[src/logic/sd_params.svh]
// SD card SPI model constants: block geometry, response gaps, busy length, OCR and voltage code
`ifndef SD_PARAMS_SVH
`define SD_PARAMS_SVH

// block geometry, SDHC style fixed block length
`define SD_BLOCK_BYTES 512
`define SD_MEM_BLOCKS 4

// idle bytes before the response and before the read start token
`define SD_NCR_BYTES 1
`define SD_NAC_BYTES 1

// miso held low this long after the data response of a write
`define SD_BUSY_CYCLES 100

// power-up done and CCS set, 2.7 to 3.6 V window
`define SD_OCR 32'hC0FF8000

// accepted VHS code in CMD8
`define SD_CARD_VHS 4'h1

`endif

[src/logic/sdProtoPkg.sv]
// SD SPI protocol wire formats: command frame, response word, data bytes and tokens
`default_nettype none

package sdProtoPkg;

   // index and argument of a 48-bit frame, start, CRC and end bits dropped
   typedef struct packed {
      logic [5:0]  index;
      logic [31:0] arg;
   } cmdFrameT;

   // status byte first, unused tail padded with ones
   typedef logic [39:0] respT;

   typedef logic [7:0] dataByteT;

   // R1 status bit positions
   localparam int unsigned R1_IDLE = 0;
   localparam int unsigned R1_ILLEGAL = 2;
   localparam int unsigned R1_ADDR_ERR = 5;

   localparam dataByteT TOKEN_START = 8'hFE;    // single block read and write
   localparam dataByteT DATA_ACCEPTED = 8'h05;  // data response, accepted

   // fixed read CRC, no CRC16 generation
   localparam logic [15:0] READ_CRC = 16'hAAAA;

endpackage

`default_nettype wire

[src/logic/sdCmdReceiver.sv]
// SD command receiver that detects the start bit on mosi and captures a 48-bit command frame
`default_nettype none

module sdCmdReceiver (
   input  logic                 sclk,
   input  logic                 rstn,
   input  logic                 ncs,
   input  logic                 mosi,
   input  logic                 busy,
   output sdProtoPkg::cmdFrameT cmd,
   output logic                 cmdValid
);
   import sdProtoPkg::*;

   logic        active;
   logic [5:0]  bitCnt;  // bits sampled so far including the start bit
   logic [47:0] shReg;
   logic        startBit;

   assign startBit = !ncs && !active && !busy && !mosi;

   // frame stays put in shReg while cmdValid is high
   assign cmd.index = shReg[45:40];
   assign cmd.arg = shReg[39:8];

   always_ff @(posedge sclk) begin
      if (!rstn) begin
         active <= 1'b0;
         bitCnt <= '0;
         cmdValid <= 1'b0;
      end else begin
         cmdValid <= 1'b0;
         if (ncs) begin           // deselect drops a partial frame
            active <= 1'b0;
            bitCnt <= '0;
         end else if (startBit) begin
            active <= 1'b1;
            bitCnt <= 6'd1;
         end else if (active && bitCnt == 6'd47) begin
            active <= 1'b0;
            bitCnt <= '0;
            cmdValid <= 1'b1;
         end else if (active) begin
            bitCnt <= bitCnt + 1'b1;
         end
      end
   end

   always_ff @(posedge sclk) begin
      if (startBit || (active && !ncs))
         shReg <= {shReg[46:0], mosi};
   end

   // host keeps the card selected while a command is handed on
   validOnlySelected: assert property (@(posedge sclk) disable iff (!rstn)
      cmdValid |-> !ncs)
      else $error("command completed while card deselected");

endmodule

`default_nettype wire

[config.mk]
export PLATFORM = sky130hd
export DESIGN_NAME = sdCmdReceiver
export DESIGN_NICKNAME = d
export VERILOG_FILES = /design/src/logic/sd_params.svh /design/src/logic/sdProtoPkg.sv /design/src/logic/sdCmdReceiver.sv
export SDC_FILE = /design/constraint.sdc
export NUM_CORES = 1
export LEC_CHECK = 0
export ABC_CLOCK_PERIOD_IN_PS = 10600
export BUFFER_PORTS_ARGS = -buffer_cell sky130_fd_sc_hd__clkbuf_2
export CORE_ASPECT_RATIO = 0.9
export CORE_MARGIN = 3
export CORE_UTILIZATION = 57
export DETAILED_ROUTE_END_ITERATION = 10
export GPL_TIMING_DRIVEN = 0
export PLACE_DENSITY = 0.91
export SKIP_CTS_REPAIR_TIMING = 1
export SLEW_MARGIN = 30
export SYNTH_ARGS = -nofsm -noshare
export SYNTH_HDL_FRONTEND = slang
export SYNTH_SLANG_ARGS = --single-unit
[constraint.sdc]
create_clock -name sclk -period 10.6 [get_ports sclk]
set_input_delay 3.18 -clock sclk [delete_from_list [all_inputs] [get_ports sclk]]
set_output_delay 3.18 -clock sclk [all_outputs]
set_load 0.03 [all_outputs]
==> impl_metrics.csv <==
group,metric,value,unit
outcome,status,"finished, final reports clean",
placement,io_buffer_count,43,
route,vias,1093,
power_and_ir_drop,p_leak,0.000982,uW
cts,tritoncts,"built",
setup_path,path_cells,"clkbuf_2 > nor2_1 > nor2_1 > nor2_4 > buf_16",
logic_synthesis,synth_flop_cell,"edfxtp_1",
global_route,grt_pass1_vias,1076,
cts,h-tree-depth,2,
global_route,grt_antenna_before_repair,0,
global_route,gr-total-overflow,0,
final_layout,seqCellArea,0.00154,mm^2
floorplan,dieArea,0.00436,mm^2
cts,root_buffer,"clkbuf_8",
timing,fin_tns_setup,0,ns
setup_path,crit_path_start_kind,"input pin",
global_route,grt_pass1_wl,5.09,mm
logic_synthesis,syn_inst,128,
final_layout,multiInputGateArea,221,um^2
placement,routabilityCongestion,0.711,
timing,fmax,233,MHz
final_layout,final_cell_mix,"46 x edfxtp_1, 43 x clkbuf_2, 38 x buf_4",
logic_synthesis,yosys.area.top_type,"edfxtp_1",
final_layout,area.growth.synth_to_final,20.4,%
floorplan,die_h,63.0,um
cts,numCtsBuffers,5,
timing,rsz0062_at_grt,"false",
floorplan,ios,44,
setup_path,critical_path_peak_fanout,27,
placement,pre_cts_ws,5.98,ns
setup_path,crit_slowest_cell,"nor2_4",
setup_path,path_common_cell,"nor2_1",
logic_synthesis,synthTopCellsByArea,"edfxtp_1 67%, buf_4 14%, dfxtp_1 7.8%, nand4_1 0.91%, nor2_1 0.91%",
logic_synthesis,netlist.area_leader.share,67.2,%
floorplan,row_count,20,
floorplan,die_x,69.3,um
final_layout,fin_cells,224,
timing,finalMaxSlewViolations,0,
route,wl_per_cell,13.5,um
setup_path,slowest_delay,0.49,ns
cts,clkSinkCount,54,
timing,hold_viol,0,
final_layout,fillers,230,
worst_hold_path,min_path_type,"flip-flop to flip-flop",
logic_synthesis,ys_ff_latch,54,
timing,period_needed,4.29,ns
final_layout,antenna_cells,0,
logic_synthesis,synth.distinct_cells,25,
setup_path,required,10.61,ns
cts,path_clk_slew,0.09,ns
setup_path,path_class,"input pin to flip-flop",
logic_synthesis,async_flop_share,0,%
route,drt-initial-drc-count,76,
final_layout,final_common_cell,"edfxtp_1",
logic_synthesis,syn_nets,134,
route,drc,0,
route,ant_nets,0,
global_route,grt_max_degree,28,
timing,skew,0.00458,ns
setup_path,worstSetupEndpointType,"flip-flop",
floorplan,start_util,60.0,%
power_and_ir_drop,irDropWorstVdd,95.4,uV
logic_synthesis,syn_area_per_cell,16.1,um^2
logic_synthesis,ys_seq_area_share,75.0,%
logic_synthesis,synth-edff-count,46,
run,drv_cap,0,
timing,period_share,40.5,%
route,wl,3.03,mm
route,vias_per_cell,4.88,
cts,clock_latency,0.29,ns
timing,relSlewSlack,59.3,%
final_layout,utilization,72.2,%
placement,dp.cells,216,
timing,worstMarginPinSlew,0.609,ns
placement,dp_hpwl,2.08,mm
logic_synthesis,syn-cell-area,0.00206,mm^2
setup_path,cp.arrival,4.30,ns
route,drt-pass1-iter-count,4,
floorplan,coreArea,0.00343,mm^2
timing,fin_ws,6.31,ns
cts,cts_buffer_depth,2,
logic_synthesis,synth_warnings,0,
final_layout,num-nets-final,185,
final_layout,drive_above_1_share,52.8,%
timing,finalSetupViolCount,0,
power_and_ir_drop,powerDensity,162,mW/mm^2
global_route,gr-usage-all-layers,15.1,%
==> routing by layer <==
metal	share of wire [%]	wire length [um]	track usage, %	vias up
met5	0	0	0	-
met4	0.76	23	4.88	0
met3	6.3	191	4.82	2
met2	50	1520	26.0	40
met1	43	1300	17.9	528
li1	-	-	-	523
==> state kept, by name, indices dropped and copies added, names as in the netlist <==
register / flops
active: 1
bitCnt: 6
cmdValid: 1
shReg: 46
==> report_power, final <==
group          switching [uW]  internal (uW)  total [uW]
Combinational            17.2           10.7        27.9
Clock                    61.3           70.2         131
Sequential               3.39            237         240
==> worst max-delay path, delay by kind of cell <==
kind                   cells  cell delay [ns]
buffers and inverters      2             0.34
AND/OR/NAND/NOR            3             0.76
==> cells in the mapped netlist, types with 2 or more instances <==
master and instances:
nand4_1 3, nor2_1 5, nand3_1 2, xor2_1 2, nor3_1 3, nor2b_1 2
edfxtp_1 46, buf_4 38, nand2_1 4, dfxtp_1 8
==> final timing paths <==
path,startpoint,endpoint,slack [ns],cells after the start
min,shReg[5],shReg[6],0.43,0
min reg2reg,shReg[5],shReg[6],0.43,0
max,mosi,shReg[38],6.31,5
max reg2reg,active,shReg[38],9.03,4
==> metrics by stage <==
step | total power, uW | instance area, um^2 | hold slack, ns
2_1_floorplan | 265 | 2060 | 0.400
3_3_place_gp | 271 | 2330 | 0.406
3_5_place_dp | 273 | 2360 | 0.406
4_1_cts | 402 | 2470 | 0.441
5_1_grt | 416 | 2470 | 0.447
6_report | 400 | 2470 | 0.433
==> cell families (layout without fill, tap and decap cells) <==
logic type / count (synthesis) / after routing / synth area share (%)
muxes: 1 / 1 / 0.487
buffers and inverters: 40 / 92 / 14.6
AOI/OAI and AO/OA: 7 / 7 / 2.50
DFF: 54 / 54 / 75.0
adders and majority gates: 1 / 1 / 0.609
and+or+nand+nor: 23 / 23 / 5.96
xor gates and xnor gates: 2 / 2 / 0.852
==> area by class of cell <==
cell class	count	area share [%]
inverter	1	0.152
tap	44	2.22
buffer	39	12.0
clock inverter	3	1.82
clock buffer	5	2.78
sequential	54	62.3
timing repair buffer	44	9.81
multi-input combinational	34	8.95
Note: power is estimated with default switching activity, not from simulation.
