$ cat src/logic/sd_params.svh
// SD card SPI model constants: block geometry, response gaps, busy length, OCR and voltage code
`ifndef SD_PARAMS_SVH
`define SD_PARAMS_SVH

// block geometry, SDHC style fixed block length
`define SD_BLOCK_BYTES 512
`define SD_MEM_BLOCKS 4

// idle bytes before the response and before the read start token
`define SD_NCR_BYTES 1
`define SD_NAC_BYTES 1

// miso held low this long after the data response of a write
`define SD_BUSY_CYCLES 100

// power-up done and CCS set, 2.7 to 3.6 V window
`define SD_OCR 32'hC0FF8000

// accepted VHS code in CMD8
`define SD_CARD_VHS 4'h1

`endif

$ cat src/logic/sdProtoPkg.sv
// SD SPI protocol wire formats: command frame, response word, data bytes and tokens
`default_nettype none

package sdProtoPkg;

   // index and argument of a 48-bit frame, start, CRC and end bits dropped
   typedef struct packed {
      logic [5:0]  index;
      logic [31:0] arg;
   } cmdFrameT;

   // status byte first, unused tail padded with ones
   typedef logic [39:0] respT;

   typedef logic [7:0] dataByteT;

   // R1 status bit positions
   localparam int unsigned R1_IDLE = 0;
   localparam int unsigned R1_ILLEGAL = 2;
   localparam int unsigned R1_ADDR_ERR = 5;

   localparam dataByteT TOKEN_START = 8'hFE;    // single block read and write
   localparam dataByteT DATA_ACCEPTED = 8'h05;  // data response, accepted

   // fixed read CRC, no CRC16 generation
   localparam logic [15:0] READ_CRC = 16'hAAAA;

endpackage

`default_nettype wire

$ cat src/logic/sdCardPkg.sv
// SD card internal types: initialization stage, transfer kind and the job passed to the data path
`default_nettype none

package sdCardPkg;

   // init sequence CMD0, CMD8, CMD55, ACMD41
   typedef enum logic [2:0] {
      INIT_RESET,
      INIT_CMD0,
      INIT_CMD8,
      INIT_CMD55,
      INIT_READY
   } initStageT;

   typedef enum logic [1:0] {
      XFER_NONE,
      XFER_READ,
      XFER_WRITE
   } xferKindT;

   // one decoded command for the transfer unit
   typedef struct packed {
      sdProtoPkg::respT resp;
      xferKindT         kind;
      logic [7:0]       block;  // block number, SDHC addressing
   } cardJobT;

endpackage

`default_nettype wire

$ cat src/logic/sdCmdDecoder.sv
// SD command decoder: tracks initialization, builds the response word and the transfer job
`default_nettype none
`include "sd_params.svh"

module sdCmdDecoder (
   input  logic                 sclk,
   input  logic                 rstn,
   input  sdProtoPkg::cmdFrameT cmd,
   input  logic                 cmdValid,
   output sdCardPkg::cardJobT   job,
   output logic                 jobValid
);
   import sdProtoPkg::*;
   import sdCardPkg::*;

   initStageT  stage;
   initStageT  nextStage;
   logic       appCmd;      // last command was CMD55
   logic       isAcmd41;
   logic       isRw;
   logic       legal;
   logic       blockErr;
   logic [7:0] status;
   logic [3:0] vhsEcho;
   respT       resp;
   xferKindT   kind;

   always_comb begin
      isAcmd41 = appCmd && cmd.index == 6'd41;
      isRw = cmd.index == 6'd17 || cmd.index == 6'd24;
      case (cmd.index)
         6'd0, 6'd8, 6'd17, 6'd24, 6'd55, 6'd58: legal = 1'b1;
         default: legal = isAcmd41;
      endcase
      blockErr = isRw && cmd.arg >= 32'(`SD_MEM_BLOCKS);

      // CMD0 restarts the sequence from any stage
      nextStage = stage;
      if (cmd.index == 6'd0)
         nextStage = INIT_CMD0;
      else if (stage == INIT_CMD0 && cmd.index == 6'd8)
         nextStage = INIT_CMD8;
      else if (stage == INIT_CMD8 && cmd.index == 6'd55)
         nextStage = INIT_CMD55;
      else if (stage == INIT_CMD55 && cmd.index != 6'd55)
         nextStage = isAcmd41 ? INIT_READY : INIT_CMD8;  // anything else drops the app prefix

      status = 8'h00;
      status[R1_IDLE] = nextStage != INIT_READY;   // so ACMD41 itself answers 00
      status[R1_ILLEGAL] = !legal;
      status[R1_ADDR_ERR] = blockErr;

      vhsEcho = (cmd.arg[11:8] == `SD_CARD_VHS) ? cmd.arg[11:8] : 4'h0;
      case (cmd.index)
         6'd8: resp = {status, 20'h00000, vhsEcho, cmd.arg[7:0]};  // R7
         6'd58: resp = {status, `SD_OCR};                         // R3
         default: resp = {status, 32'hFFFF_FFFF};                 // R1, tail idles high
      endcase

      kind = XFER_NONE;
      if (stage == INIT_READY && !blockErr) begin
         if (cmd.index == 6'd17)
            kind = XFER_READ;
         else if (cmd.index == 6'd24)
            kind = XFER_WRITE;
      end
   end

   always_ff @(posedge sclk) begin
      if (!rstn) begin
         stage <= INIT_RESET;
         appCmd <= 1'b0;
         jobValid <= 1'b0;
      end else begin
         jobValid <= cmdValid;
         if (cmdValid) begin
            stage <= nextStage;
            appCmd <= cmd.index == 6'd55;
         end
      end
   end

   always_ff @(posedge sclk) begin
      if (cmdValid) begin
         job.resp <= resp;
         job.kind <= kind;
         job.block <= cmd.arg[7:0];
      end
   end

endmodule

`default_nettype wire

$ cat config.mk
export PLATFORM = sky130hd
export DESIGN_NAME = sdCmdDecoder
export DESIGN_NICKNAME = d
export VERILOG_FILES = /design/src/logic/sdProtoPkg.sv /design/src/logic/sdCardPkg.sv /design/src/logic/sdCmdDecoder.sv
export VERILOG_INCLUDE_DIRS = /design/src /design/src/logic
export SDC_FILE = /design/constraint.sdc
export NUM_CORES = 1
export LEC_CHECK = 0
export BUFFER_PORTS_ARGS = -buffer_cell sky130_fd_sc_hd__buf_2
export CAP_MARGIN = 40
export CELL_PAD_IN_SITES_DETAIL_PLACEMENT = 0
export CELL_PAD_IN_SITES_GLOBAL_PLACEMENT = 2
export CORE_MARGIN = 10
export CORE_UTILIZATION = 27
export CTS_CLUSTER_SIZE = 24
export DETAILED_ROUTE_END_ITERATION = 10
export GPL_TIMING_DRIVEN = 0
export PLACE_DENSITY = 0.91
export SETUP_SLACK_MARGIN = 0.02
export SLEW_MARGIN = 10
export SYNTH_ARGS = -nofsm -noshare
export SYNTH_HDL_FRONTEND = slang
export SYNTH_SLANG_ARGS = --single-unit
$ cat constraint.sdc
create_clock -name sclk -period 2.5 [get_ports sclk]
set_input_delay 0.25 -clock sclk [delete_from_list [all_inputs] [get_ports sclk]]
set_output_delay 0.25 -clock sclk [all_outputs]
set_load 0.05 [all_outputs]
==> impl_metrics.tcl <==
set metrics [dict create \
    fin_util_pct 39.3 \
    power.total_w 0.00141 \
    fin_nets 260 \
    portBuffers 85 \
    synth_ff_type "edfxtp_1" \
    max_freq_ghz 0.688 \
    synthMuxAreaShare_pct 0.649 \
    seqCellArea_um2 911 \
    clk_pin_slew_ns 0.06 \
    drive_above_1_share_pct 55.9 \
    antenna_cells 0 \
    start_kind "flop" \
    drv_cap 0 \
    skew_ns 0.00587 \
    post-dp-hpwl_um 3510 \
    io-pin-count 92 \
    cp_max_fo 11 \
    synth_top_family_by_area "simple AND/OR/NAND/NOR gates" \
    rsz0062_at_grt "no" \
    synth_seq_cells 32 \
    routed_wl_um 4220 \
    synthAdderAreaFrac_pct 0 \
    synthSimpleGateAreaFrac_pct 15.2 \
    outcome "complete, no violations" \
    synth_compound_area_share_pct 10.9 \
    p_leak_nw 0.978 \
    multi_input_area_um2 442 \
    drv_slew 0 \
    synth_top_area_share_pct 52.6 \
    synth_area_leaders "edfxtp_1 53%, buf_4 11%, dfxtp_1 6.5%" \
    vias_per_cell 4.42 \
    fp.dieW_um 95.6 \
    cts_hold_buf 0 \
    yosysTopAreaCell "edfxtp_1" \
    worst_pin_slew_ns 0.719 \
    dpl_cell_area_um2 2070 \
    tns_ns 0 \
    synth_most_common_cell "edfxtp_1" \
    cts_buffers 5 \
    htree_levels 2 \
    holdWs_ns 0.169 \
    min_period_over_period_pct 58.1 \
    final_area_um2 2180 \
    grt_max_degree 34 \
    start_util_pct 27.8 \
    hold_violations 0 \
    num_rows 27 \
    max-slew-margin-rel_pct 52.1 \
    area_growth_pct 41.3 \
    cp.arrival_ns 1.20 \
    cts_buffer_depth 2 \
    ant_nets 0 \
    die-area_um2 9140 \
    finalWeightedCongestion 0.794 \
    crit_type "flop to output port" \
    antenna_found_initial 0 \
    yosysWarnings 0 \
    drtIter0Drc 27 \
    synth_edf_count 27 \
    syn_area_um2 1540 \
    synth-async-reset-ratio_pct 0 \
    firstDrtPassIters 4 \
    drcViolationCount 0 \
    cts_resized 0 \
    vias 1291 \
    fin_crit_ns 1.45 \
    required_ns 2.25 \
    min_path_type "primary input to flop" \
    post_drt_wl_per_cell_um 14.4 \
    cts.sinks 32 \
    setup_viol 0 \
    power_density_nw_per_um2 646 \
    core-area_um2 5540 \
    end_kind "output port" \
    synth_area_per_cell_um2 12.5 \
    clock_latency_ns 0.27 \
    cts_tree "done" \
    yosysSeqAreaShare_pct 59.0 \
    grt_pass1_vias 1199 \
    vdd_drop_max_mv 0.344 \
    synth_common_cells "27 x edfxtp_1, 23 x buf_4, 8 x a21o_1" \
    synthesis.instances 123 \
    synth-xor-area-share_pct 0.568 \
    die_y_um 95.6 \
    nFillCells 563 \
    grtUsageTotal_pct 8.55 \
    grt_first_pass_wirelength_um 6130 \
    grt_overflow 0 \
    yosysUniqueCellTypes 35 \
    cts_setup_buffers 0 \
    cts-root-buf "clkbuf_8" \
]
## cells by family after synthesis
logic type / Yosys count
and+or+nand+nor: 38
DFF: 32
buffers and inverters: 29
AOI/OAI and AO/OA: 21
xor gates and xnor gates: 1
muxes: 1
other: 1
## critical path, cell delays in order, from the launching register on
cell and delay [ns]:
edfxtp_1 0.52, buf_4 0.16, buf_2 0.25
## per-layer routing
metal  GRT usage (%)  vias to the layer above  routed length, um
met2            13.1                       78               1770
met3            4.95                        5                736
li1                -                      631                  -
met5               0                        -                  0
met4            2.21                        0                 36
met1            10.1                      577               1680
## cell usage in the layout, fill, tap and decap left out, types with 2 or more instances in the layout
master    synthesis  final
nand4_1           3      3
a41oi_1           2      2
nor2_1            4      4
nor3b_1           2      2
buf_4            23     23
nand3_1           3      3
buf_2             2     87
conb_1            1      5
nor3_1            2      2
nor4_2            2      2
nand2_1           5      5
inv_1             3      3
nor4_1            7      7
dfxtp_1           5      5
a21oi_1           2      2
or3_1             2      2
a211o_2           3      3
and3_1            2      2
clkinv_1          0      2
clkbuf_8          0      5
a21o_1            8      8
edfxtp_1         27     27
## power by group
group	total [W]	leakage, nW	switching (W)	internal [W]
clock	0.000460	0.0532	0.000170	0.000290
combinational	0.000330	0.617	0.000243	0.0000875
sequential	0.000618	0.308	0.00000940	0.000608
total	0.00141	0.978	0.000422	0.000985
## per-stage QoR
step	instances	worst slack, ns
final	292	1.05
after global routing	292	0.947
after CTS	292	1.02
after detailed placement	284	0.781
after global placement	284	0.780
after floorplan	127	0.994
## sequential cells by signal (all words and copies together) (netlist names)
signal,flops
appCmd,1
job,27
jobValid,1
stage,3
## path summary, 6_finish.rpt
kind	startpoint	endpoint	slack [ns]	cells past startpoint
setup / recovery	job[41]	job[31]	1.05	2
hold / removal	cmd[0]	job[0]	0.17	1
setup reg to reg	stage[1]	job[9]	1.07	3
hold reg to reg	stage[2]	stage[2]	0.49	2
## area by class of cell
cell class	count	share of cell area (%)
buffer	26	8.90
clock buffer	5	3.16
clock inverter	3	1.72
inverter	3	0.517
multi-input combinational	66	20.3
sequential	32	41.8
tap	72	4.13
timing repair buffer	85	19.5
Note: power is estimated with default switching activity, not from simulation.
